[config.mk]
export PLATFORM = sky130hd
export DESIGN_NAME = pre_acc_scale
export DESIGN_NICKNAME = d
export VERILOG_FILES = /design/src/source/doa_pkg.sv /design/src/source/pre_acc_scale.sv
export VERILOG_INCLUDE_DIRS = /design/src /design/src/source
export SDC_FILE = /design/constraint.sdc
export NUM_CORES = 1
export LEC_CHECK = 0
export BUFFER_PORTS_ARGS = -buffer_cell sky130_fd_sc_hd__buf_2
export CORE_ASPECT_RATIO = 0.8
export CORE_MARGIN = 2
export CORE_UTILIZATION = 30
export CTS_CLUSTER_SIZE = 30
export DETAILED_ROUTE_END_ITERATION = 12
export HOLD_SLACK_MARGIN = 0.08
export PLACE_DENSITY_LB_ADDON = 0.1
export SYNTH_ARGS = -nofsm -noshare
export SYNTH_HDL_FRONTEND = slang
export SYNTH_SLANG_ARGS = --single-unit
[constraint.sdc]
create_clock -name clk -period 4.2 [get_ports clk]
set_input_delay 0.84 -clock clk [delete_from_list [all_inputs] [get_ports clk]]
set_output_delay 0.84 -clock clk [all_outputs]
set_load 0.01 [all_outputs]
[src/source/doa_cfg.svh]
`ifndef DOA_CFG_SVH
`define DOA_CFG_SVH

// input samples from the FFT
`define DIN_WIDTH       16
`define DIN_POINT       14

// lanes per beat and frame geometry
`define PARALLEL        4
`define VECTOR_LEN      64
`define BANDS           4

// gain before integration, powers of two
`define PRE_ACC_SHIFT   2

// accumulator input format
`define ACC_WIDTH       20
`define ACC_POINT       16

// integrator and output width
`define DOUT_WIDTH      32

`define BEATS_PER_FRAME (`VECTOR_LEN / `PARALLEL)
`define BEATS_PER_BAND  (`BEATS_PER_FRAME / `BANDS)

`endif
[src/source/doa_pkg.sv]
`include "doa_cfg.svh"

package doa_pkg;

    // one component of an antenna sample
    typedef logic signed [`DIN_WIDTH-1:0] sample_t;

    // transformed component, one bit of growth from the add
    typedef logic signed [`DIN_WIDTH:0] lane_t;

    // square or cross term, plus one bit for the sum of two
    typedef logic signed [2*(`DIN_WIDTH+1):0] product_t;

    // lane sum, one bit per tree level
    typedef logic signed [2*(`DIN_WIDTH+1)+$clog2(`PARALLEL):0] sum_t;

    typedef logic signed [`ACC_WIDTH-1:0] acc_in_t;
    typedef logic signed [`DOUT_WIDTH-1:0] acc_t;

    typedef logic [$clog2(`BANDS)-1:0] band_t;
    typedef logic [$clog2(`BEATS_PER_FRAME)-1:0] beat_t;

endpackage

[src/source/pre_acc_scale.sv]
`include "doa_cfg.svh"

module pre_acc_scale (
    input  logic             clk,
    input  logic             reset,
    input  doa_pkg::sum_t    pow1_sum,
    input  doa_pkg::sum_t    pow2_sum,
    input  doa_pkg::sum_t    corr_sum,
    input  logic             din_valid,
    input  logic             new_acc,
    output doa_pkg::acc_in_t pow1_acc,
    output doa_pkg::acc_in_t pow2_acc,
    output doa_pkg::acc_in_t corr_acc,
    output logic             dout_valid,
    output logic             dout_new_acc
);
    import doa_pkg::*;

    // products carry 2*DIN_POINT fraction bits, the gain moves the point left
    localparam int   SCALE_SHIFT = 2 * `DIN_POINT - `ACC_POINT - `PRE_ACC_SHIFT;
    localparam sum_t SAT_HI      = (2 ** (`ACC_WIDTH - 1)) - 1;
    localparam sum_t SAT_LO      = -(2 ** (`ACC_WIDTH - 1));

    function automatic acc_in_t scale_sat(input sum_t value);
        sum_t shifted;
        shifted = value >>> SCALE_SHIFT;   // floor
        if (shifted > SAT_HI) begin
            return acc_in_t'(SAT_HI);
        end
        if (shifted < SAT_LO) begin
            return acc_in_t'(SAT_LO);
        end
        return acc_in_t'(shifted);
    endfunction

    always_ff @(posedge clk) begin
        pow1_acc <= scale_sat(pow1_sum);
        pow2_acc <= scale_sat(pow2_sum);
        corr_acc <= scale_sat(corr_sum);
    end

    always_ff @(posedge clk) begin
        if (reset) begin
            dout_valid   <= 1'b0;
            dout_new_acc <= 1'b0;
        end else begin
            dout_valid   <= din_valid;
            dout_new_acc <= new_acc;
        end
    end

endmodule

==> load_flow_metrics.sql <==
INSERT INTO impl_metrics (metric_group, metric, value, unit) VALUES
('placed_design', 'numPortBuffers', '146', ''),
('layout', 'layout_area_growth_over_synthesis', '44.08', '%'),
('power_and_ir_drop', 'pwr-share-clk', '0.399', ''),
('yosys', 'yosys_register_bits', '62', ''),
('layout', 'nFillCells', '702', ''),
('yosys', 'synth.avg_cell_area', '11.10', 'um2'),
('clocking', 'post_cts.repair.setup_buffers', '0', ''),
('sta', 'fin_crit_sh', '0.4647', ''),
('grt', 'largest_net_degree_at_the_start_of_global_routing', '21', ''),
('worst_setup_path', 'worstSetupStartpointType', 'input port', ''),
('clocking', 'tritoncts', 'done', ''),
('placed_design', 'place_congestion', '0.7067', ''),
('layout', 'diodes', '0', ''),
('grt', 'antenna_found_initial', '0', ''),
('yosys', 'synth_warnings', '0', ''),
('power_and_ir_drop', 'p_seq_frac', '0.479', ''),
('clocking', 'h_tree_level_count', '3', ''),
('layout', 'final_net_count', '451', ''),
('clocking', 'postCtsResizedCells', '0', ''),
('routing', 'dr.pass1.iters', '4', ''),
('placed_design', 'pre_cts_ws', '1.910', 'ns'),
('grt', 'grt_pass1_wl', '9.922', 'mm'),
('outcome', 'run_status', 'completed', ''),
('clocking', 'clk_pin_slew_worst_paths', '0.07', 'ns'),
('sta', 'setup-violations-final', '0', ''),
('sta', 'finalHoldViolations', '0', ''),
('sta', 'least_margin_pin_slew', '0.7467', 'ns'),
('die', 'design.core.area', '6959', 'um2'),
('placed_design', 'placed_area', '2949', 'um2'),
('routing', 'avgRoutedWirePerCell', '14.50', 'um'),
('die', 'placement_rows', '27', ''),
('sta', 'achievable-frequency', '512.4', 'MHz'),
('layout', 'post-route-util', '0.4525', ''),
('power_and_ir_drop', 'switchingPower', '0.3113', 'mW'),
('yosys', 'synthCells', '197', ''),
('worst_setup_path', 'cp_cell_sequence', 'buf_2 > or3_1 > o31ai_1 > a21bo_2', ''),
('die', 'die_area', '7989', 'um2'),
('die', 'dieWidth', '99.44', 'um'),
('routing', 'detailed_route_wl', '6.205', 'mm'),
('power_and_ir_drop', 'p_int', '1.006', 'mW'),
('sta', 'worst_slew_margin_rel', '0.5022', ''),
('sta', 'finalMaxSlewViolations', '0', ''),
('sta', 'timing.setup.tns', '0', 'ns'),
('worst_setup_path', 'critical_path.max_fanout', '19', ''),
('sta', 'post-route-min-period', '1.952', 'ns'),
('clocking', 'clock_tree_sinks', '62', ''),
('yosys', 'synth_top_cells_by_count', 'dfxtp_1, nand4_1, a21o_1, a2bb2oi_1, clkbuf_1', ''),
('yosys', 'synth.most_common_cell', 'dfxtp_1', ''),
('yosys', 'synthesis.nets', '312', ''),
('power_and_ir_drop', 'pwr-share-comb', '0.123', ''),
('yosys', 'synth_seq_area_share', '0.5678', ''),
('routing', 'detailroute.via_count', '2067', ''),
('yosys', 'synth-edff-count', '0', ''),
('worst_setup_path', 'path_class', 'in2reg', ''),
('grt', 'first_global_vias', '1972', ''),
('clocking', 'max-clock-path-buffers', '2', ''),
('clocking', 'cts_inserted_buffers', '9', ''),
('yosys', 'ys_dominant_reg_cell', 'dfxtp_1', ''),
('routing', 'postRouteAntennaNets', '0', ''),
('die', 'top_level_ports', '177', ''),
('worst_setup_path', 'timing.critical_path.arrival', '2.18', 'ns'),
('worst_setup_path', 'cpPeakStageDelay', '0.67', 'ns'),
('die', 'die_h', '80.35', 'um'),
('clocking', 'clock_tree.root_cell', 'clkbuf_8', ''),
('yosys', 'yosys.area.top_type', 'dfxtp_1', ''),
('yosys', 'synth_largest_type_area_fraction', '0.5678', ''),
('layout', 'share_of_cells_above_drive_strength_1', '0.5103', ''),
('routing', 'post-route-drc-count', '0', ''),
('sta', 'hold-worst-slack', '0.6461', 'ns'),
('die', 'initial_core_util', '0.3141', ''),
('yosys', 'netlist-cell-type-count', '26', '');
-- layout make-up --
cell class                 instances  share of cell area
timing repair buffer             149              0.2392
multi-input combinational        113              0.2674
clock inverter                     4             0.01430
sequential                        62              0.3941
inverter                           1            0.001192
tap                               87             0.03456
clock buffer                      12             0.04927
-- worst max-delay path: cells and delay by family --
| kind | cells | cell delay (ns) |
|---|---|---|
| simple gates | 1 | 0.67 |
| compound gates | 2 | 0.56 |
| buf+inv | 1 | 0.10 |
-- logic make-up (layout without fill, tap and decap cells) --
group           after synthesis  in the layout  synth area share
compound gates               71             71            0.2702
flops                        62             62            0.5678
simple gates                 42             42            0.1151
buf+inv                      22            166           0.04693
-- path summary, 6_finish.rpt --
path,startpoint,to,slack [ns],depth (start not counted)
worst max-delay path,corr_sum[35],corr_acc[3],2.25,4
worst min-delay path,pow2_sum[36],pow2_acc[19],0.65,1
-- state kept, by name (all words and copies together) (netlist names) --
register      count
dout_new_acc      1
pow1_acc         20
corr_acc         20
dout_valid        1
pow2_acc         20
-- stage by stage --
stage          power [mW]  std cells
2_1_floorplan      0.7179        197
4_1_cts             1.343        428
5_1_grt             1.395        428
3_5_place_dp       0.8068        412
3_3_place_gp       0.8053        412
6_report            1.317        428
-- power by group through the flow --
stage                     logic, mW  clock network [mW]  registers, mW
after floorplan              0.0531                   0          0.665
after global placement        0.162                   0          0.644
after detailed placement      0.163                   0          0.644
after CTS                     0.163               0.549          0.631
after global routing          0.178               0.583          0.633
final                         0.161               0.525          0.631
-- routing by layer --
layer  wire length [um]  vias to the layer above  track usage
met5                  0                        -            0
met4                 76                        0      0.04795
met3                596                        8      0.07572
met2               2821                       91       0.2486
met1               2710                      943       0.1999
li1                   -                     1025            -
-- cell usage in the layout, fill, tap and decap left out, drive strengths merged, types with 3 or more instances in the layout --
master	instances
a21o	19
nand4	21
nor3	9
clkinv	3
buf	149
o2bb2ai	7
clkbuf	12
dfxtp	62
a2bb2oi	19
a21bo	12
o31ai	12
Note: power is estimated with default switching activity, not from simulation.
