$ cat src/source/doa_cfg.svh
`ifndef DOA_CFG_SVH
`define DOA_CFG_SVH

// input samples from the FFT
`define DIN_WIDTH       16
`define DIN_POINT       14

// lanes per beat and frame geometry
`define PARALLEL        4
`define VECTOR_LEN      64
`define BANDS           4

// gain before integration, powers of two
`define PRE_ACC_SHIFT   2

// accumulator input format
`define ACC_WIDTH       20
`define ACC_POINT       16

// integrator and output width
`define DOUT_WIDTH      32

`define BEATS_PER_FRAME (`VECTOR_LEN / `PARALLEL)
`define BEATS_PER_BAND  (`BEATS_PER_FRAME / `BANDS)

`endif
$ cat src/source/doa_pkg.sv
`include "doa_cfg.svh"

package doa_pkg;

    // one component of an antenna sample
    typedef logic signed [`DIN_WIDTH-1:0] sample_t;

    // transformed component, one bit of growth from the add
    typedef logic signed [`DIN_WIDTH:0] lane_t;

    // square or cross term, plus one bit for the sum of two
    typedef logic signed [2*(`DIN_WIDTH+1):0] product_t;

    // lane sum, one bit per tree level
    typedef logic signed [2*(`DIN_WIDTH+1)+$clog2(`PARALLEL):0] sum_t;

    typedef logic signed [`ACC_WIDTH-1:0] acc_in_t;
    typedef logic signed [`DOUT_WIDTH-1:0] acc_t;

    typedef logic [$clog2(`BANDS)-1:0] band_t;
    typedef logic [$clog2(`BEATS_PER_FRAME)-1:0] beat_t;

endpackage

$ cat src/source/adder_tree.sv
`include "doa_cfg.svh"

module adder_tree (
    input  logic                                         clk,
    input  logic                                         reset,
    input  logic [`PARALLEL*$bits(doa_pkg::product_t)-1:0] pow1,
    input  logic [`PARALLEL*$bits(doa_pkg::product_t)-1:0] pow2,
    input  logic [`PARALLEL*$bits(doa_pkg::product_t)-1:0] corr_re,
    input  logic                                         din_valid,
    input  logic                                         new_acc,
    output doa_pkg::sum_t                                pow1_sum,
    output doa_pkg::sum_t                                pow2_sum,
    output doa_pkg::sum_t                                corr_sum,
    output logic                                         dout_valid,
    output logic                                         dout_new_acc
);
    import doa_pkg::*;

    localparam int LEVELS = $clog2(`PARALLEL);
    localparam int PW     = $bits(product_t);

    logic [3*`PARALLEL*PW-1:0] leaves;
    logic [LEVELS-1:0]         valid_sr;
    logic [LEVELS-1:0]         flag_sr;

    assign leaves = {corr_re, pow2, pow1};   // quantity 0 is pow1, 2 is corr

    for (genvar l = 0; l < LEVELS; l++) begin : level
        localparam int W = PW + l + 1;          // one bit of growth per level
        localparam int N = `PARALLEL >> (l + 1);

        logic signed [W-2:0] src [3][2*N];
        logic signed [W-1:0] node [3][N];

        if (l == 0) begin : from_lanes
            for (genvar q = 0; q < 3; q++) begin : quantity
                for (genvar n = 0; n < 2 * N; n++) begin : lane
                    assign src[q][n] = leaves[(q*`PARALLEL+n)*PW +: PW];
                end
            end
        end else begin : from_level
            assign src = level[l-1].node;
        end

        always_ff @(posedge clk) begin
            for (int q = 0; q < 3; q++) begin
                for (int n = 0; n < N; n++) begin
                    node[q][n] <= W'(src[q][2*n]) + W'(src[q][2*n+1]);
                end
            end
        end
    end

    assign pow1_sum = level[LEVELS-1].node[0][0];
    assign pow2_sum = level[LEVELS-1].node[1][0];
    assign corr_sum = level[LEVELS-1].node[2][0];

    // valid and flag follow the tree depth
    always_ff @(posedge clk) begin
        if (reset) begin
            valid_sr <= '0;
            flag_sr  <= '0;
        end else begin
            valid_sr <= LEVELS'({valid_sr, din_valid});
            flag_sr  <= LEVELS'({flag_sr, new_acc});
        end
    end

    assign dout_valid   = valid_sr[LEVELS-1];
    assign dout_new_acc = flag_sr[LEVELS-1];

endmodule

$ cat config.mk
export PLATFORM = sky130hd
export DESIGN_NAME = adder_tree
export DESIGN_NICKNAME = d
export VERILOG_FILES = /design/src/source/doa_pkg.sv /design/src/source/adder_tree.sv
export VERILOG_INCLUDE_DIRS = /design/src /design/src/source
export SDC_FILE = /design/constraint.sdc
export NUM_CORES = 1
export LEC_CHECK = 0
export BUFFER_PORTS_ARGS = -buffer_cell sky130_fd_sc_hd__buf_2
export CAP_MARGIN = 20
export CORE_AREA = 2 2 229 231
export CTS_CLUSTER_DIAMETER = 50
export CTS_CLUSTER_SIZE = 25
export DETAILED_ROUTE_END_ITERATION = 8
export DIE_AREA = 0 0 231 233
export PLACE_DENSITY_LB_ADDON = 0.15
export SYNTH_ARGS = -nofsm -noshare
export SYNTH_HDL_FRONTEND = slang
export SYNTH_SLANG_ARGS = --single-unit
export TNS_END_PERCENT = 10
$ cat constraint.sdc
create_clock -name clk -period 3.4 [get_ports clk]
set_input_delay 0 -clock clk [delete_from_list [all_inputs] [get_ports clk]]
set_output_delay 0 -clock clk [all_outputs]
set_load 0.02 [all_outputs]
==> impl_metrics.env <==
export IMPL_root_buffer="clkbuf_16"
export IMPL_mostFrequentLayoutCells="536 x buf_2, 466 x dlygate4sd3_1, 331 x dfxtp_1"
export IMPL_avgRoutedWirePerCell_um=17.97
export IMPL_antenna_found_initial=0
export IMPL_clock_sinks=331
export IMPL_hold_viol=0
export IMPL_diodes=0
export IMPL_required_ns=3.83
export IMPL_vdd_drop_max_v=0.0004985
export IMPL_synth_edf_count=0
export IMPL_htree_levels=2
export IMPL_die_area_mm2=0.05382
export IMPL_start_util_pct=44.70
export IMPL_synthXorXnorAreaFrac_pct=10.93
export IMPL_cp_max_fo=4
export IMPL_setup_viol=0
export IMPL_fin_crit_sh_pct=99.61
export IMPL_ios=537
export IMPL_place_gp_congestion=0.9761
export IMPL_netlist_instances=2618
export IMPL_grt_max_degree=20
export IMPL_fmax_ghz=0.2953
export IMPL_finalPower_w=0.01971
export IMPL_fin_util_pct=63.16
export IMPL_grt_pass1_wl_um=119800
export IMPL_cap_violations=0
export IMPL_hold_path_class="in2reg"
export IMPL_cts_reportedPaths_clkPinSlew_ns=0.06
export IMPL_layout_commonest_cell="buf_2"
export IMPL_status="complete, no violations"
export IMPL_end_kind="register"
export IMPL_die_h_um=233
export IMPL_slew_viol_final=0
export IMPL_hpwl_um=59960
export IMPL_r2r_setup_slack_ns=0.20
export IMPL_worstPathArrival_ns=3.82
export IMPL_syn_mean_instance_area_um2=8.724
export IMPL_yosys_warnings=0
export IMPL_ys_ff_latch=331
export IMPL_clockBufferDepth=3
export IMPL_drt_wl_total_um=77560
export IMPL_first_iter_violations=1597
export IMPL_syn_num_nets=3369
export IMPL_drtAntennaViolNets=0
export IMPL_design_area_mm2=0.03227
export IMPL_post_place_ws_ns=0.2006
export IMPL_slew_headroom_pct=47.81
export IMPL_grtUsageTotal_pct=27.72
export IMPL_synth_compound_area_share_pct=26.19
export IMPL_synth_top_family_by_area="compound AO/OA/AOI/OAI gates"
export IMPL_synthSimpleGateAreaFrac_pct=13.58
export IMPL_drc=0
export IMPL_seq_area_frac_synth_pct=29.01
export IMPL_syn2layout_area_growth_pct=41.31
export IMPL_port_buffer_count=536
export IMPL_drt_pass1_iter_count=6
export IMPL_synthFlopType="dfxtp_1"
export IMPL_power_density_mw_per_mm2=610.9
export IMPL_fin_crit_ns=3.387
export IMPL_die_w_um=231
export IMPL_synth_fa_ha_area_share_pct=18.21
export IMPL_synthArstFlopShare_pct=0
export IMPL_postLayoutSetupSlackWorst_ns=0.01321
export IMPL_synth_area_mm2=0.02284
export IMPL_rsz0062_at_grt="true"
export IMPL_power_leakage_nw=15.12
export IMPL_critPathKind="in2reg"
export IMPL_tightest_slew_ns=0.7775
export IMPL_synth_distinct_cells=81
export IMPL_fin_nets=4364
export IMPL_drive_gt1_share_pct=18.48
export IMPL_worstSetupStartpointType="primary input"
export IMPL_num_rows=83
export IMPL_numCtsBuffers=36
export IMPL_post_dp_cell_area_mm2=0.02622
export IMPL_fp_coreArea_mm2=0.05109
export IMPL_skew_ns=0.02734
export IMPL_clk_latency_ns=0.55
export IMPL_grt_pass1_vias=23350
export IMPL_dr_total_vias=23640
export IMPL_synthMuxAreaShare_pct=0.09314
export IMPL_avgViaCountPerCell=5.478
export IMPL_cts_tree="yes"
export IMPL_grt_ovfl_total=0
[sequential cells by signal, indices dropped and copies added, names as in the netlist]
register	flops
flag_sr	2
level.node	327
valid_sr	2
[per-layer routing]
layer / track usage [%] / wire length [um] / vias up
li1: - / - / 11630
met1: 34.75 / 33370 / 10950
met2: 46.55 / 35550 / 877
met3: 4.767 / 5050 / 185
met4: 12.38 / 3592 / 0
met5: 0 / 0 / -
[synth_stat cells, types with 40 or more instances]
cell,instances,area (um2)
nand3_1,66,330.3
xnor2_1,176,1541
a21o_1,162,1216
nand4_1,48,300.3
clkbuf_1,53,198.9
nor2_1,155,581.8
nor2b_1,40,250.2
nand2_1,175,656.9
o21ai_0,152,760.7
o21bai_1,52,390.4
a21oi_1,305,1526
xor2_1,109,954.7
ha_1,318,3979
dfxtp_1,331,6626
inv_1,65,244.0
[kinds of logic (layout without fill, tap and decap cells)]
kind of cell,count (synthesis),after routing
AO/OA/AOI/OAI,917,917
AND/OR/NAND/NOR,636,636
flip-flops,331,331
adder cells (fa/ha/maj),327,327
XOR/XNOR,285,285
buffers and inverters,120,1138
multiplexers,2,2
[critical path, stage by stage]
cell and delay [ns]:
dlygate4sd3_1 0.54, buf_2 0.13, ha_1 0.20, fa_1 0.40, a21o_1 0.20, a221oi_2 0.33
a21oi_2 0.15, a31oi_1 0.28, a31oi_1 0.22, a31oi_1 0.34, or2_2 0.22, o41ai_2 0.08
xor2_1 0.16, dlygate4sd3_1 0.57
[cell type report]
| type | count | area [um2] |
|---|---|---|
| fill | 4467 | 18820 |
| sequential | 331 | 6626 |
| clock buffer | 39 | 953.4 |
| timing repair buffer | 1012 | 7422 |
| multi-input combinational | 2167 | 15880 |
| inverter | 65 | 244.0 |
| clock inverter | 22 | 294.0 |
| tap | 680 | 850.8 |
[path summary, 6_finish.rpt]
check	from	end	cells after the start
setup reg to reg	level[0].node[72]$_DFF_P_	level[1].node[0][73]$_DFF_P_	11
setup / recovery	corr_re[105]	level[0].node[32]$_DFF_P_	14
hold reg to reg	level[0].node[180]$_DFF_P_	level[1].node[0][0]$_DFF_P_	1
hold / removal	pow1[16]	level[0].node[197]$_DFF_P_	4
[per-stage QoR]
stage	TNS, ns	instances	hold WS [ns]
6_report	0	4316	0.02496
5_1_grt	-0.1474	4316	0.02184
4_1_cts	0	4314	0.001231
3_5_place_dp	0	3787	0.2173
3_3_place_gp	0	3787	0.2073
2_1_floorplan	0	2618	0.07161
[where the power goes]
group / total (W) / leakage (nW) / internal [W] / switching [W]
clock network: 0.00406 / 0.603 / 0.00233 / 0.00172
registers: 0.00571 / 2.79 / 0.00521 / 0.000507
logic: 0.00994 / 11.7 / 0.00430 / 0.00565
total: 0.0197 / 15.1 / 0.0118 / 0.00788
[repair_timing]
item / in CTS / in global routing
hold endpoints to repair: 209 / 0
gates resized for setup: 0 / 23
hold buffers: 466 / 0
setup buffers: 0 / 2
endpoints found under the setup margin: 0 / 23
Power figures use the tool's default switching activity.
