File: src/source/doa_cfg.svh
`ifndef DOA_CFG_SVH
`define DOA_CFG_SVH

// input samples from the FFT
`define DIN_WIDTH       16
`define DIN_POINT       14

// lanes per beat and frame geometry
`define PARALLEL        4
`define VECTOR_LEN      64
`define BANDS           4

// gain before integration, powers of two
`define PRE_ACC_SHIFT   2

// accumulator input format
`define ACC_WIDTH       20
`define ACC_POINT       16

// integrator and output width
`define DOUT_WIDTH      32

`define BEATS_PER_FRAME (`VECTOR_LEN / `PARALLEL)
`define BEATS_PER_BAND  (`BEATS_PER_FRAME / `BANDS)

`endif
File: src/source/doa_pkg.sv
`include "doa_cfg.svh"

package doa_pkg;

    // one component of an antenna sample
    typedef logic signed [`DIN_WIDTH-1:0] sample_t;

    // transformed component, one bit of growth from the add
    typedef logic signed [`DIN_WIDTH:0] lane_t;

    // square or cross term, plus one bit for the sum of two
    typedef logic signed [2*(`DIN_WIDTH+1):0] product_t;

    // lane sum, one bit per tree level
    typedef logic signed [2*(`DIN_WIDTH+1)+$clog2(`PARALLEL):0] sum_t;

    typedef logic signed [`ACC_WIDTH-1:0] acc_in_t;
    typedef logic signed [`DOUT_WIDTH-1:0] acc_t;

    typedef logic [$clog2(`BANDS)-1:0] band_t;
    typedef logic [$clog2(`BEATS_PER_FRAME)-1:0] beat_t;

endpackage

File: src/source/band_accumulator.sv
`include "doa_cfg.svh"

module band_accumulator (
    input  logic             clk,
    input  logic             reset,
    input  doa_pkg::acc_in_t pow1_acc,
    input  doa_pkg::acc_in_t pow2_acc,
    input  doa_pkg::acc_in_t corr_acc,
    input  logic             din_valid,
    input  logic             new_acc,
    output doa_pkg::acc_t    r11,
    output doa_pkg::acc_t    r22,
    output doa_pkg::acc_t    r12,
    output logic             dout_valid,
    output doa_pkg::band_t   band_number
);
    import doa_pkg::*;

    beat_t beat_cnt;
    beat_t cur_beat;
    band_t cur_band;
    logic  has_data;     // an integration is running
    logic  stream_busy;
    band_t stream_band;

    acc_t  int_r11 [`BANDS];
    acc_t  int_r22 [`BANDS];
    acc_t  int_r12 [`BANDS];
    acc_t  lat_r11 [`BANDS];
    acc_t  lat_r22 [`BANDS];
    acc_t  lat_r12 [`BANDS];

    // a new_acc beat is always beat 0 of its frame
    always_comb begin
        cur_beat = new_acc ? '0 : beat_cnt;
        cur_band = band_t'(cur_beat / `BEATS_PER_BAND);
    end

    always_ff @(posedge clk) begin
        if (reset) begin
            beat_cnt    <= '0;
            has_data    <= 1'b0;
            stream_busy <= 1'b0;
            stream_band <= '0;
            dout_valid  <= 1'b0;
        end else begin
            dout_valid <= stream_busy;
            if (stream_busy) begin
                stream_band <= stream_band + 1'b1;
                if (stream_band == band_t'(`BANDS - 1)) begin
                    stream_busy <= 1'b0;
                end
            end
            if (din_valid) begin
                beat_cnt <= cur_beat + 1'b1;   // wraps at frame end
                if (new_acc) begin
                    has_data <= 1'b1;
                    if (has_data) begin
                        stream_busy <= 1'b1;   // previous totals go out
                        stream_band <= '0;
                    end
                end
            end
        end
    end

    always_ff @(posedge clk) begin
        if (stream_busy) begin
            r11         <= lat_r11[stream_band];
            r22         <= lat_r22[stream_band];
            r12         <= lat_r12[stream_band];
            band_number <= stream_band;
        end
        if (din_valid) begin
            if (new_acc && has_data) begin
                lat_r11 <= int_r11;
                lat_r22 <= int_r22;
                lat_r12 <= int_r12;
            end
            // only the beat's band adds, new_acc restarts every band
            for (int b = 0; b < `BANDS; b++) begin
                if (band_t'(b) == cur_band) begin
                    int_r11[b] <= (new_acc ? acc_t'(0) : int_r11[b]) + acc_t'(pow1_acc);
                    int_r22[b] <= (new_acc ? acc_t'(0) : int_r22[b]) + acc_t'(pow2_acc);
                    int_r12[b] <= (new_acc ? acc_t'(0) : int_r12[b]) + acc_t'(corr_acc);
                end else if (new_acc) begin
                    int_r11[b] <= '0;
                    int_r22[b] <= '0;
                    int_r12[b] <= '0;
                end
            end
        end
    end

endmodule

File: config.mk
export PLATFORM = sky130hd
export DESIGN_NAME = band_accumulator
export DESIGN_NICKNAME = d
export VERILOG_FILES = /design/src/source/doa_pkg.sv /design/src/source/band_accumulator.sv
export VERILOG_INCLUDE_DIRS = /design/src /design/src/source
export SDC_FILE = /design/constraint.sdc
export NUM_CORES = 2
export LEC_CHECK = 0
export ABC_CLOCK_PERIOD_IN_PS = 13900
export BUFFER_PORTS_ARGS = -buffer_cell sky130_fd_sc_hd__buf_2
export CORE_UTILIZATION = 57
export CTS_CLUSTER_SIZE = 12
export DETAILED_ROUTE_END_ITERATION = 16
export GPL_ROUTABILITY_DRIVEN = 0
export PLACE_DENSITY = 0.82
export SYNTH_ARGS = -nofsm -noshare
export SYNTH_HDL_FRONTEND = slang
export SYNTH_SLANG_ARGS = --single-unit
export TNS_END_PERCENT = 1
File: constraint.sdc
create_clock -name clk -period 13.9 [get_ports clk]
set_clock_uncertainty 0.05 [all_clocks]
set_input_delay 1.39 -clock clk [delete_from_list [all_inputs] [get_ports clk]]
set_output_delay 1.39 -clock clk [all_outputs]
set_load 0.01 [all_outputs]
==> results.json <==
{
  "synthAdderAreaFrac": 0.0918,
  "synth-warning-count": 0,
  "core_area_mm2": 0.0932,
  "cp_num_buf_inv": 3,
  "final_nets": 5310,
  "setup_tns_ps": 0,
  "grt_pass1_vias": 37000,
  "clock_power_share": 0.362,
  "slew_violations": 0,
  "max_freq_mhz": 153,
  "start_util": 0.575,
  "avgRoutedWirePerCell_um": 21.0,
  "slowest_delay_ps": 810,
  "cts_buffer_depth": 3,
  "routed_wl_mm": 130,
  "hp-class": "reg2reg",
  "grt_pass1_wl_mm": 203,
  "die_x_um": 309,
  "final-hold-violation-count": 0,
  "critical-path-slowest-cell": "a311oi_1",
  "syn_area_mm2": 0.0536,
  "drive_above_1_share": 0.116,
  "p_sw_uw": 1850,
  "p_int_uw": 5020,
  "synth_cells": 4753,
  "clock-sinks": 875,
  "synth_edf_count": 866,
  "yosysTopAreaCell": "edfxtp_1",
  "cp_max_fo": 134,
  "synth_ff_type": "edfxtp_1",
  "synth.mux.area_fraction": 0.0646,
  "crit_path_start_kind": "input port",
  "cts-resized-gates": 0,
  "slew-limit-headroom": 0.115,
  "die_y_um": 309,
  "num_vias": 39000,
  "rsz0062_at_grt": "false",
  "cts_tree": "yes",
  "dp_hpwl_mm": 87.1,
  "critPathRequiredTime_ps": 14250,
  "via_per_inst": 6.30,
  "root_buffer": "clkbuf_16",
  "switching_share": 0.269,
  "synth_most_common_cell": "edfxtp_1",
  "ys_top_cells_by_area": "edfxtp_1, ha_1, nor2b_1",
  "cp_data_arrival_time_ps": 6890,
  "rows": 112,
  "pwr-share-comb": 0.174,
  "yosys.area.top_type_share": 0.485,
  "crit_family": "compound AO/OA/AOI/OAI gates",
  "synth_compound_area_frac": 0.151,
  "crit_path_end_kind": "register",
  "synthesis.nets": 5203,
  "status": "complete, no violations",
  "powerDensity_mw_per_mm2": 117,
  "ys_ff_latch": 875,
  "seqPwrFrac": 0.464,
  "maxCapViolCount": 0,
  "hold_buffers": 0,
  "htree_num_levels": 3,
  "areaGrowthSynthToFinish_pct": 9.38,
  "tightest_slew_ps": 1330,
  "grtUsageTotal": 0.270,
  "fillCellCount": 6983,
  "gr-total-overflow": 0,
  "path_clk_slew_ps": 60,
  "synthSimpleGateAreaFrac": 0.134,
  "synthTopCellsByCount": "edfxtp_1, nor2b_1, nand2_1",
  "synth_xor_area_frac": 0.0512,
  "clk_latency_ps": 680,
  "cp_cell_sequence": "buf_8 -> buf_12 -> buf_4 -> nor2b_1 -> ha_1 -> fa_1 -> a21oi_1 -> o21bai_1 -> a2111oi_0 -> a21oi_1 -> a311oi_1 -> o211a_1 -> o31ai_1 -> a21oi_1 -> xnor2_1 -> mux2_2",
  "antenna_found_initial": 2,
  "power_uw": 6870,
  "finalCriticalPeriod_ps": 6540,
  "leakage_uw": 0.0228,
  "avgSynthCellArea_um2": 11.3,
  "path_common_cell": "a21oi_1",
  "numPortBuffers": 162,
  "synth_seq_area_share": 0.489,
  "grt_max_degree": 177,
  "drc": 0,
  "dieArea_mm2": 0.0952,
  "ant_nets": 0,
  "first_iter_violations": 4187,
  "path_class": "in2reg",
  "setup-violations-final": 0,
  "drt_pass1_iterations": 8,
  "cts_made_buffers": 97,
  "io_pins": 163,
  "period_share": 0.470,
  "synth_top_family_by_area": "compound AO/OA/AOI/OAI gates",
  "irDropWorstVdd_mv": 0.0908,
  "synth_cell_type_count": 85,
  "post-cts-setup-buffers": 0,
  "synth-async-reset-ratio": 0
}
metal layers:
metal,track usage,share of wire,up-vias,wire length [µm]
met2,0.436,0.47,1622,61300
li1,-,-,18200,-
met3,0.0341,0.074,254,9580
met5,0,0.000077,-,10
met1,0.375,0.42,18900,54800
met4,0.0979,0.032,2,4130
cell usage in the layout (no fill, tap or decap), drive strengths merged, types with 124 or more instances in the layout:
| master | instances |
|---|---|
| ha | 374 |
| nand2 | 394 |
| a21o | 198 |
| xnor2 | 173 |
| clkbuf | 124 |
| xor2 | 140 |
| nor2b | 408 |
| nor2 | 227 |
| a21oi | 370 |
| buf | 191 |
| o21ai | 356 |
| edfxtp | 866 |
logic make-up (layout without fill, tap and decap cells):
kind of cell    Yosys count  count (layout)
xor+xnor                313             313
flops                   875             875
buf+inv                 268             451
fa+ha+maj               386             386
simple gates           1410            1410
compound gates         1288            1288
other cells               0               1
mux                     213             213
registers in the layout, indices dropped and copies added, names as in the netlist, 4 cells and up:
signal and cells:
beat_cnt 4, int_r11 128, int_r12 128, int_r22 128, lat_r11 128, lat_r12 128
lat_r22 128, r11 32, r12 32, r22 32
worst paths after layout:
path | from | slack [ps] | cells past startpoint | endpoint
hold reg to reg | int_r12[51] | 370 | 0 | lat_r12[51]
setup / recovery | new_acc | 7360 | 16 | int_r12[60]
hold / removal | int_r12[51] | 370 | 0 | lat_r12[51]
setup reg to reg | int_r12[32] | 9490 | 13 | int_r12[60]
power groups by stage:
stage | clock network, µW | logic (µW) | registers [µW]
2_1_floorplan | 0 | 896 | 3200
3_3_place_gp | 0 | 1130 | 3230
3_5_place_dp | 0 | 1170 | 3240
4_1_cts | 2520 | 1180 | 3190
5_1_grt | 2610 | 1320 | 3200
6_report | 2490 | 1200 | 3190
final cells by class:
class	instances	area [µm²]	area share
sequential	875	26200	0.447
inverter	85	319	0.00544
multi-input combinational	3610	26400	0.451
tap	1254	1570	0.0268
antenna	1	2.50	0.0000427
timing repair buffer	191	1090	0.0185
clock inverter	51	395	0.00675
clock buffer	124	2590	0.0442
through the flow:
step                 util  cells  hold WS [ps]  setup slack [ps]  cell area (µm²)
global route        0.629   6190           380              7060            58600
detailed placement  0.597   6015           373              6770            55600
floorplan               -   4753           368              2030            53600
CTS                 0.629   6190           369              7440            58600
finish              0.629   6191           372              7360            58600
global placement    0.597   6015           369              6970            55600
(Power assumes the default switching activity.)
