[src/source/doa_cfg.svh]
`ifndef DOA_CFG_SVH
`define DOA_CFG_SVH

// input samples from the FFT
`define DIN_WIDTH       16
`define DIN_POINT       14

// lanes per beat and frame geometry
`define PARALLEL        4
`define VECTOR_LEN      64
`define BANDS           4

// gain before integration, powers of two
`define PRE_ACC_SHIFT   2

// accumulator input format
`define ACC_WIDTH       20
`define ACC_POINT       16

// integrator and output width
`define DOUT_WIDTH      32

`define BEATS_PER_FRAME (`VECTOR_LEN / `PARALLEL)
`define BEATS_PER_BAND  (`BEATS_PER_FRAME / `BANDS)

`endif
[src/source/doa_pkg.sv]
`include "doa_cfg.svh"

package doa_pkg;

    // one component of an antenna sample
    typedef logic signed [`DIN_WIDTH-1:0] sample_t;

    // transformed component, one bit of growth from the add
    typedef logic signed [`DIN_WIDTH:0] lane_t;

    // square or cross term, plus one bit for the sum of two
    typedef logic signed [2*(`DIN_WIDTH+1):0] product_t;

    // lane sum, one bit per tree level
    typedef logic signed [2*(`DIN_WIDTH+1)+$clog2(`PARALLEL):0] sum_t;

    typedef logic signed [`ACC_WIDTH-1:0] acc_in_t;
    typedef logic signed [`DOUT_WIDTH-1:0] acc_t;

    typedef logic [$clog2(`BANDS)-1:0] band_t;
    typedef logic [$clog2(`BEATS_PER_FRAME)-1:0] beat_t;

endpackage

[src/source/correlation_mults.sv]
module correlation_mults (
    input  logic              clk,
    input  logic              reset,
    input  doa_pkg::lane_t    y1_re,
    input  doa_pkg::lane_t    y1_im,
    input  doa_pkg::lane_t    y2_re,
    input  doa_pkg::lane_t    y2_im,
    input  logic              din_valid,
    input  logic              new_acc,
    output doa_pkg::product_t pow1,
    output doa_pkg::product_t pow2,
    output doa_pkg::product_t corr_re,
    output logic              dout_valid,
    output logic              dout_new_acc
);
    import doa_pkg::*;

    product_t re1_sq;
    product_t im1_sq;
    product_t re2_sq;
    product_t im2_sq;
    product_t re_cross;
    product_t im_cross;
    logic     mult_valid;
    logic     mult_new_acc;

    // stage 1: six signed products
    always_ff @(posedge clk) begin
        re1_sq   <= y1_re * y1_re;
        im1_sq   <= y1_im * y1_im;
        re2_sq   <= y2_re * y2_re;
        im2_sq   <= y2_im * y2_im;
        re_cross <= y1_re * y2_re;
        im_cross <= y1_im * y2_im;
    end

    // stage 2: powers and real part of the cross term
    always_ff @(posedge clk) begin
        pow1    <= re1_sq + im1_sq;
        pow2    <= re2_sq + im2_sq;
        corr_re <= re_cross + im_cross;
    end

    always_ff @(posedge clk) begin
        if (reset) begin
            mult_valid   <= 1'b0;
            mult_new_acc <= 1'b0;
            dout_valid   <= 1'b0;
            dout_new_acc <= 1'b0;
        end else begin
            mult_valid   <= din_valid;
            mult_new_acc <= new_acc;
            dout_valid   <= mult_valid;
            dout_new_acc <= mult_new_acc;
        end
    end

endmodule

[config.mk]
export PLATFORM = sky130hd
export DESIGN_NAME = correlation_mults
export DESIGN_NICKNAME = d
export VERILOG_FILES = /design/src/source/doa_pkg.sv /design/src/source/correlation_mults.sv
export VERILOG_INCLUDE_DIRS = /design/src /design/src/source
export SDC_FILE = /design/constraint.sdc
export NUM_CORES = 2
export LEC_CHECK = 0
export BUFFER_PORTS_ARGS = -buffer_cell sky130_fd_sc_hd__buf_2
export CAP_MARGIN = 40
export CORE_AREA = 2 2 400 402
export CTS_BUF_LIST = sky130_fd_sc_hd__clkbuf_2 sky130_fd_sc_hd__clkbuf_4 sky130_fd_sc_hd__clkbuf_8
export CTS_CLUSTER_SIZE = 16
export DETAILED_ROUTE_END_ITERATION = 6
export DIE_AREA = 0 0 402 404
export SYNTH_ARGS = -nofsm -noshare
export SYNTH_HDL_FRONTEND = slang
export SYNTH_SLANG_ARGS = --single-unit
[constraint.sdc]
create_clock -name clk -period 10.88 [get_ports clk]
set_input_delay 0.544 -clock clk [delete_from_list [all_inputs] [get_ports clk]]
set_output_delay 0.544 -clock clk [all_outputs]
set_load 0.03 [all_outputs]
==> results <==
- Summing over every cut layer, the via total after detailed routing is just under 50000.
- The root cell of the clock tree is clkbuf_8.
- The mean instance size in the synthesized netlist is around 9.5 sq um.
- From synthesis to final layout, the design area changed by 5.912%.
- The total routing usage reported by global routing is 0.2311.
- The number of slew-limit violations in the final report is 0.
- The path class of the tightest hold or removal check is primary input to flop.
- Routability-driven placement finished with a final weighted congestion of ~0.9.
- Clock-pin slew was measured on the worst setup and hold paths at about 0.080 ns.
- By area the synthesized netlist is led by fa_1 47%, ha_1 11%, inv_1 10%, dfxtp_1 8.7%, and2_1 4.0%.
- The worst register-to-register path has a setup slack of between 7 and 8 ns.
- The largest family of logic cells by synthesized area is adder cells.
- On the worst path, the slowest cell contributes a delay of between 0.8 and 0.9 ns.
- The number of sinks handled by clock tree synthesis is between 300 and 400.
- The sequential-to-total area share from yosys stat is 0.08725.
- The area fraction in compound gates after synthesis came to 0.06088.
- Walking the worst path, the cells encountered are buf_2 -> clkinv_1 -> nor2_1 -> fa_1 -> inv_1 -> fa_1 -> inv_1 -> fa_1 -> fa_1 -> fa_1 -> inv_1 -> fa_1 -> inv_1 -> ha_1 -> nand2_1 -> o21ai_0 -> a32oi_1 -> and3b_1 -> a21oi_1 -> o22ai_1 -> a221oi_1 -> mux2i_1 -> nand4_1.
- The share of flip-flops with an asynchronous set or reset after synthesis is 0.
- The worst setup path is captured at a flop.
- The dominant synthesized flop cell is dfxtp_1.
- The number of setup buffers added after CTS is 0.
- The remaining antenna violation count after routing is 0.
- The cell type contributing the most total cell area after synthesis is fa_1.
- The multiplexer share of the synthesized area is 0.0008471.
- The finished layout holds a little under 10000 standard cells, fillers aside.
- For the worst setup path, the data required time is ~11 ns.
- The sum of net half-perimeters after detailed placement is between 100 and 150 mm.
- Buffers placed on the I/O ports in this run total roughly 180.
- The instance count of the mapped netlist is ~7500.
- The H-tree depth reported by CTS is 2.
- The worst pin sits at a relative slew slack of 0.3627.
- The floorplan step defined a die boundary enclosing ~160000 sq um.
- The clock latency on the worst-skew pair is ~0.69 ns.
- The worst-path cell with the longest stage delay is clkinv_1.
- The number of different library cells used by synthesis comes to 75.
- The share of synthesized area in the top cell type comes to 0.4673.
- For the final database, setup skew stands at about 0.050 ns.
- Setup repair after global routing left no endpoint under its margin.
- Counting flops with a built-in enable in the synthesized netlist gives 0.
- The total wire length after detailed routing is 179.7 mm.
- The fmax is ~0.14 GHz.
- For this design the top-level I/O count stands at 179.
- The die height is around 400 um.
- The floorplan die width is about 400 um.
- The number of global-route vias before repair is 54190.
- The remaining global-route overflow is 0.
- At the pin with the least slew margin, the transition time is ~0.96 ns.
- The TritonCTS buffer count is between 40 and 50.
- The number of gates resized after cts is 0.
- Counting the fill cells in the layout gives 15080.
- The detailed-router iteration count before antenna repair is 5.
- The signal arrival time at the worst endpoint is 7.73 ns.
- In the routed layout, each cell is associated on average with a via count of 5.041.
- For this run, design rule violations remaining after detail routing come to 0.
- In the layout the commonest cells are 1950 x inv_1, 1655 x fa_1, 641 x ha_1.
- The critical path class is primary input to flop.
- In this run the worst path has a maximum fanout of 22.
- The xor/xnor share of the synthesized area is 0.04077.
- Yosys printed 0 warnings.
- Synthesis produced a netlist with a net count of about 10000.
- The flow ran to the end, and the final reports show no timing, DRC or antenna violations.
- The net count of the finished layout is between 9000 and 10000.
- The pin count of the biggest net entering global routing is 51.
- The first global-routing pass estimated ~290 mm of wire.
- Of the total synthesized cell area, the portion taken by AND, OR, NAND and NOR gates is 0.1133.
- The kind of start point of the critical path is a primary input.
- The number of failing setup endpoints in the final timing report is 0.
- The minimum period implied by the final worst setup slack is around 7.2 ns.
- Summing every instance area after synthesis gives between 70000 and 80000 sq um.
- For the final routed database, the setup TNS stands at 0 ns.
- The most common cell after layout, fill and taps aside is inv_1.
- Max-cap violations in this run came to 0.
- The most numerous cell type found on the critical path is fa_1.
- Dividing the detail-routed wire length by the instance count gives between 15 and 20 um.
- The initial utilization of the core area, before any placement, comes to 0.4492.
- The core region is 157800 sq um.
- The number of hold violations in the final report is 0.
- The number of buffers on the longest clock path is 3.
- The proportion of layout cells with a drive suffix above 1 is 0.04921.
- The clock tree from TritonCTS is built.
- The number of DRC violations after detailed-routing iteration 0 is 2639.
- The adder and majority gate portion of the synthesized area is 0.5804.
- The placement row count is about 150.
- The placed cell count is 9544.
- Buffers inserted to repair hold after CTS numbered 0.
- The number of antenna violations at the first check in global routing is 10.
- Dividing the final minimum period by the clock period gives 0.6590.
- Counting flops and latches in the post-synthesis netlist gives around 310.
worst paths after layout:
path | start | end | depth (start not counted)
hold / removal | reset | dout_valid$_SDFF_PP0_ | 2
setup reg to reg | re1_sq[3]$_DFF_P_ | pow1[33]$_DFF_P_ | 10
setup / recovery | y2_re[1] | re2_sq[33]$_DFF_P_ | 23
hold reg to reg | mult_valid$_SDFF_PP0_ | dout_valid$_SDFF_PP0_ | 1
registers in the layout, indices dropped and copies added (netlist names):
signal	flops
re1_sq	33
im2_sq	33
corr_re	35
re2_sq	33
dout_new_acc	1
im_cross	34
im1_sq	33
mult_new_acc	1
dout_valid	1
re_cross	34
pow1	35
mult_valid	1
pow2	35
metal layers:
layer  vias to the layer above  track usage  routed length, um
met3                       237      0.03000               8641
li1                      22220            -                  -
met4                         4      0.05382               4554
met2                      1158       0.3968              88200
met1                     24940       0.3114              78280
met5                         -            0                 30
cells by family (layout without fill, tap and decap cells):
family                   count (synthesis)  count (layout)
AO/OA/AOI/OAI                          663             663
other                                    0               3
flip-flops                             309             309
multiplexers                             6               6
buffers and inverters                 2202            2277
adder cells (fa/ha/maj)               2296            2296
AND/OR/NAND/NOR                       1679            1679
XOR/XNOR                               330             330
worst max-delay path: cells and delay by family:
| family | cells | cell delay, ns |
|---|---|---|
| simple gates | 4 | 0.88 |
| buf+inv | 6 | 1.65 |
| mux | 1 | 0.23 |
| fa+ha+maj | 7 | 3.17 |
| compound gates | 5 | 1.25 |
stage by stage:
step                      hold slack, ns  instance area [sq um]    util  setup slack [ns]
final                            0.05944                  75090  0.4758             3.710
after CTS                        0.01469                  75080  0.4757             3.838
after global routing             0.03575                  75090  0.4757             3.271
after global placement            0.4226                  73790  0.4675             3.135
after floorplan                   0.4138                  70900       -             4.450
after detailed placement          0.4293                  73980  0.4687             3.161
area by class of cell:
class                   count  area, sq um  share of cell area
multi-input cells        4974        56450              0.7517
inverters                1961         7361             0.09802
flip-flops and latches    309         6186             0.08238
well taps                2072         2592             0.03452
repair buffers            228         1394             0.01856
clock buffers              75        950.9             0.01266
clock inverters            13        151.4            0.002016
diodes                      3        7.507          0.00009997
synthesized netlist by cell type (9+ instances only):
cell      number
or2_2         12
o21ai_0      126
nand3_1       48
a21o_1        90
nor2b_1       47
a221oi_1       9
and2_1       452
a21oi_1      179
nor3_1        33
nand2_1      636
clkinv_1       9
nor4_1         9
inv_1       1950
dfxtp_1      309
o31ai_1        9
and3_1        26
a31o_2        26
o211ai_1       9
clkbuf_1     228
o21ai_1       10
o21bai_1      33
xor2_1        75
a211oi_1      34
nand4_1       18
buf_1         13
a31oi_1       23
nor2_1       330
fa_1        1655
nand2b_1      39
ha_1         641
xnor2_1      255
o21a_1        41
Power is left out: the tool's default activity adds up to more than one toggle a clock period on the data nets, which glitch-free logic cannot reach.
