===== config.mk =====
export PLATFORM = sky130hd
export DESIGN_NAME = centrosym_matrix
export DESIGN_NICKNAME = d
export VERILOG_FILES = /design/src/source/doa_pkg.sv /design/src/source/centrosym_matrix.sv
export VERILOG_INCLUDE_DIRS = /design/src /design/src/source
export SDC_FILE = /design/constraint.sdc
export NUM_CORES = 1
export LEC_CHECK = 0
export ABC_CLOCK_PERIOD_IN_PS = 2500
export BUFFER_PORTS_ARGS = -buffer_cell sky130_fd_sc_hd__buf_2
export CAP_MARGIN = 10
export CELL_PAD_IN_SITES_DETAIL_PLACEMENT = 1
export CELL_PAD_IN_SITES_GLOBAL_PLACEMENT = 1
export CORE_MARGIN = 2
export CORE_UTILIZATION = 38
export CTS_CLUSTER_SIZE = 24
export DETAILED_ROUTE_END_ITERATION = 12
export PLACE_DENSITY_LB_ADDON = 0.08
export RECOVER_POWER = 25
export SLEW_MARGIN = 20
export SYNTH_ARGS = -nofsm -noshare
export SYNTH_HDL_FRONTEND = slang
export SYNTH_SLANG_ARGS = --single-unit

===== constraint.sdc =====
create_clock -name clk -period 2.5 [get_ports clk]
set_clock_uncertainty 0.1 [all_clocks]
set_input_delay 0 -clock clk [delete_from_list [all_inputs] [get_ports clk]]
set_output_delay 0 -clock clk [all_outputs]
set_load 0.05 [all_outputs]

===== src/source/doa_cfg.svh =====
`ifndef DOA_CFG_SVH
`define DOA_CFG_SVH

// input samples from the FFT
`define DIN_WIDTH       16
`define DIN_POINT       14

// lanes per beat and frame geometry
`define PARALLEL        4
`define VECTOR_LEN      64
`define BANDS           4

// gain before integration, powers of two
`define PRE_ACC_SHIFT   2

// accumulator input format
`define ACC_WIDTH       20
`define ACC_POINT       16

// integrator and output width
`define DOUT_WIDTH      32

`define BEATS_PER_FRAME (`VECTOR_LEN / `PARALLEL)
`define BEATS_PER_BAND  (`BEATS_PER_FRAME / `BANDS)

`endif

===== src/source/doa_pkg.sv =====
`include "doa_cfg.svh"

package doa_pkg;

    // one component of an antenna sample
    typedef logic signed [`DIN_WIDTH-1:0] sample_t;

    // transformed component, one bit of growth from the add
    typedef logic signed [`DIN_WIDTH:0] lane_t;

    // square or cross term, plus one bit for the sum of two
    typedef logic signed [2*(`DIN_WIDTH+1):0] product_t;

    // lane sum, one bit per tree level
    typedef logic signed [2*(`DIN_WIDTH+1)+$clog2(`PARALLEL):0] sum_t;

    typedef logic signed [`ACC_WIDTH-1:0] acc_in_t;
    typedef logic signed [`DOUT_WIDTH-1:0] acc_t;

    typedef logic [$clog2(`BANDS)-1:0] band_t;
    typedef logic [$clog2(`BEATS_PER_FRAME)-1:0] beat_t;

endpackage


===== src/source/centrosym_matrix.sv =====
module centrosym_matrix (
    input  logic             clk,
    input  logic             reset,
    input  doa_pkg::sample_t din1_re,
    input  doa_pkg::sample_t din1_im,
    input  doa_pkg::sample_t din2_re,
    input  doa_pkg::sample_t din2_im,
    input  logic             din_valid,
    input  logic             new_acc,
    output doa_pkg::lane_t   y1_re,
    output doa_pkg::lane_t   y1_im,
    output doa_pkg::lane_t   y2_re,
    output doa_pkg::lane_t   y2_im,
    output logic             dout_valid,
    output logic             dout_new_acc
);
    import doa_pkg::*;

    // unitary transform of the pair: y1 = x1 + x2, y2 = -j(x1 - x2)
    // the -j turns the difference into a real-valued rotation
    always_ff @(posedge clk) begin
        y1_re <= lane_t'(din1_re) + lane_t'(din2_re);
        y1_im <= lane_t'(din1_im) + lane_t'(din2_im);
        y2_re <= lane_t'(din1_im) - lane_t'(din2_im);   // imag of difference
        y2_im <= lane_t'(din2_re) - lane_t'(din1_re);   // negated real
    end

    always_ff @(posedge clk) begin
        if (reset) begin
            dout_valid   <= 1'b0;
            dout_new_acc <= 1'b0;
        end else begin
            dout_valid   <= din_valid;
            dout_new_acc <= din_valid & new_acc;   // flag only counts on a beat
        end
    end

endmodule


==> results.txt <==
----------------------------------------------------
[Die]
  Standard cell core area ... 0.0121 mm2
  Width of the chip ... 116 um
  Die H ... ~120 um
  Overall die area ... between 0.01 and 0.015 mm2
  Number of cell rows ... 40
  I/O pin total ... between 100 and 150
  Initial Util ... 39.4%

[Pwr]
  Worst ir drop on vdd ... slightly below 400 uV
  Sequential Power Share ... between 20% and 30%
  Clock group share of total power ... 29.4%
  Static Leakage ... roughly 0.0029 uW
  Switching share of power ... between 40% and 50%
  NetSw ... roughly 2000 uW
  Comb power frac ... 41.7%
  Total power of the final layout ... about 4700 uW
  Internal power contribution ... ~2700 uW
  PD cells ... ~780 mW/mm2

[Finish]
  Most common cell after layout, fill and taps aside ... sky130_fd_sc_hd__buf_2
  Filler Cell Count ... 1,550
  Area growth from synthesis to layout ... 26.6%
  Share of post-route cells with drive strength above 1 ... roughly a fifth
  Commonest cells after routing, fill and taps aside ... 103 x sky130_fd_sc_hd__buf_2, 68 x sky130_fd_sc_hd__inv_1, 68 x sky130_fd_sc_hd__dfxtp_1
  Final instance area ... roughly 0.0060 mm2
  Multi-input logic area ... between 0.003 and 0.004 mm2
  Core occupancy in the finished layout ... between 40% and 50%
  Sequential cell area ... between 0.001 and 0.0015 mm2
  Nets ... between 800 and 900

[STA]
  Final worst path period need ... ~2.4 ns
  Max-slew violation count ... 0
  Transition at the pin with the smallest max-transition slack ... around 0.65 ns
  Final setup violation count ... 0
  Unrepaired setup endpoints after global routing ... no
  Remaining max-slew budget at the tightest pin ... between 50% and 60%
  Upper clock frequency limit ... around 0.41 GHz
  Endpoints failing hold ... 0
  Final worst slack ... roughly 0.079 ns
  Final sum of negative setup slack ... 0 ns
  Period utilization ... 96.8%

[Drt]
  Number of routed nets with antenna violations ... 0
  Avg Vias per Cell ... ~5.1
  Drc violations ... 0
  Drt initial violations ... 86
  Wire length after detailed routing ... 13,800 um
  Number of detailed-routing iterations run before antenna repair ... 4
  Via count ... around 4.5k
  Detailed-route wire length per cell ... 15.5 um

[Yosys]
  Fraction of synthesis flops using an asynchronous set or reset pin ... 0%
  Most instantiated flip-flop cell in the synthesis netlist ... sky130_fd_sc_hd__dfxtp_1
  Count of cell types in the netlist ... 59
  Yosys Warn Count ... 0
  Count of mapped cells out of synthesis ... between 500 and 600
  Avg Inst Size Synth ... 8.34 um2
  Dominant cells by area after synthesis ... sky130_fd_sc_hd__dfxtp_1 29%, sky130_fd_sc_hd__ha_1 17%, sky130_fd_sc_hd__xnor2_1 6.4%
  Sequential-to-total area share from yosys stat ... between 20% and 30%
  Synthesized netlist net count ... 708
  Fraction of post-synthesis cell area in the top cell type by area ... roughly 29%
  EDFF count, synth ... 0
  Netlist area before placement ... roughly 0.0048 mm2
  Flip-flop and latch count after synthesis ... between 60 and 70
  Top cell type by total area after synthesis ... sky130_fd_sc_hd__dfxtp_1

[Global route]
  Number of global-route vias before repair ... between 4k and 5k
  Layer with the highest usage ... met2
  Met3 capacity usage during global routing ... about 3.6%
  Antenna violations before repair ... 1
  GRT Resource Usage Total ... a little over a fifth
  Met2 usage in global routing ... a little under two fifths
  Global-route wire length before repair ... 22,100 um
  Remaining global-route overflow ... 0
  Pin count of the biggest net entering global routing ... 18
  Met1 usage in global routing ... around 24%

[Place]
  Routability cong. ... 0.832
  Quantity of I/O buffers inserted on ports ... ~140
  Estimated wirelength of the detail-placed design ... ~11,000 um
  Worst Setup Slack post-DPL ... 0.110 ns
  Dpl cell area ... 0.00560 mm2

[Critical path]
  Worst Path Class, Setup ... primary input to flop
  Most numerous cell on the critical path ... sky130_fd_sc_hd__o21a_1
  Setup crit start kind ... primary input
  Worst Path Buf+Inv ... 2
  Slowest cell on the critical path ... sky130_fd_sc_hd__dlygate4sd3_1
  Maximum net fanout on the critical path ... 4
  Delay-heaviest family, CP ... compound AO/OA/AOI/OAI gates
  List of cells traversed by the critical path ... dlygate4sd3_1 -> buf_2 -> ha_1 -> fa_1 -> nor2b_1 -> o21a_1 -> o21a_1 -> o311ai_2 -> a2111oi_1 -> o31ai_1
  Worst Setup End Kind ... flop
  Arrival time worst endpoint ... roughly 2.5 ns
  Critical path required time ... between 2 and 3 ns
  Biggest cell delay along the critical path ... 0.55 ns

[Clocking]
  Clock buffer depth ... 2
  Clock root buffer master ... sky130_fd_sc_hd__clkbuf_16
  Clk sink count ... between 60 and 70
  Number of levels in the clock H-tree ... 3
  Clock transition at the registers of the reported paths ... roughly 0.05 ns
  Clock tree from TritonCTS ... yes
  Number of buffers inserted during clock tree synthesis ... 9

[Status]
  Outcome ... complete, no violations

[Min path]
  Min-delay worst type ... primary input to flop

[Run]
  Total of max-cap violations ... 0

----------------------------------------------------
[per-layer routing]
metal | routed length (um) | part of all wire, %
met1 | 5850 | 42
met3 | 517 | 3.7
met4 | 333 | 2.4
met2 | 7110 | 51
met5 | 0 | 0
[Yosys cell counts, types with 6 or more instances]
cell type and instances:
sky130_fd_sc_hd__dfxtp_1 68, sky130_fd_sc_hd__xor2_1 6, sky130_fd_sc_hd__a21o_1 12, sky130_fd_sc_hd__nor2_1 47, sky130_fd_sc_hd__nand4_1 8, sky130_fd_sc_hd__nor3_1 14, sky130_fd_sc_hd__inv_1 68, sky130_fd_sc_hd__ha_1 64
sky130_fd_sc_hd__nand2_1 23, sky130_fd_sc_hd__o21a_1 8, sky130_fd_sc_hd__o211ai_1 6, sky130_fd_sc_hd__nand3_1 10, sky130_fd_sc_hd__o21ai_0 18, sky130_fd_sc_hd__buf_2 9, sky130_fd_sc_hd__clkbuf_1 12, sky130_fd_sc_hd__nand2b_1 8
sky130_fd_sc_hd__nor2b_1 12, sky130_fd_sc_hd__a21oi_1 46, sky130_fd_sc_hd__xnor2_1 35
[flip-flops by register name (all words and copies together) (netlist names)]
name and cells:
dout_new_acc 1, dout_valid 1, y1_im 16, y1_re 17, y2_im 16, y2_re 17
[what timing repair did]
item,in CTS,in global routing
buffers inserted,0,0
hold buffers,14,0
setup endpoints to repair,0,8
hold endpoints to repair,10,0
gates resized for setup,0,8
[power groups by stage]
stage / clock network [uW] / registers, uW / logic, uW
detailed placement: 0 / 1390 / 1980
floorplan: 0 / 2190 / 685
global placement: 0 / 1380 / 1950
CTS: 1420 / 1370 / 2010
global route: 1460 / 1390 / 2120
finish: 1390 / 1370 / 1980
[final timing paths]
| check | startpoint | endpoint | slack [ns] | depth (start not counted) |
|---|---|---|---|---|
| max | din2_im[0] | y2_re[16]$_DFF_P_ | 0.08 | 10 |
| min | din2_re[3] | y2_im[4]$_DFF_P_ | 0.02 | 4 |
[logic make-up (layout without fill, tap and decap cells)]
group | count (synthesis) | after routing | synth area share (%)
adder cells (fa/ha/maj) | 68 | 68 | 18.5
AND/OR/NAND/NOR | 149 | 149 | 15.7
XOR/XNOR | 41 | 41 | 7.53
buffers and inverters | 95 | 244 | 7.95
AO/OA/AOI/OAI | 150 | 150 | 21.6
multiplexers | 1 | 1 | 0.210
other | 0 | 1 | 0
flip-flops | 68 | 68 | 28.5
[worst min-delay path: cells and delay by family]
kind / cells / cell delay [ns]
adder cells (fa/ha/maj): 1 / 0.15
XOR/XNOR: 1 / 0.12
buffers and inverters: 1 / 0.09
AND/OR/NAND/NOR: 1 / 0.06
[area by class of cell]
cell class	count	area share (%)
flip-flops and latches	68	22.5
diodes	1	0.0414
well taps	168	3.48
repair buffers	157	13.7
multi-input cells	409	50.5
clock inverters	4	1.20
inverters	71	4.41
clock buffers	12	4.08
[stage by stage]
stage	instances	hold slack, ns
final	890	0.0185
after floorplan	572	-0.0209
after CTS	889	0.0220
after global placement	859	0.0967
after global routing	890	0.0615
after detailed placement	859	0.105
Power figures use the tool's default switching activity.
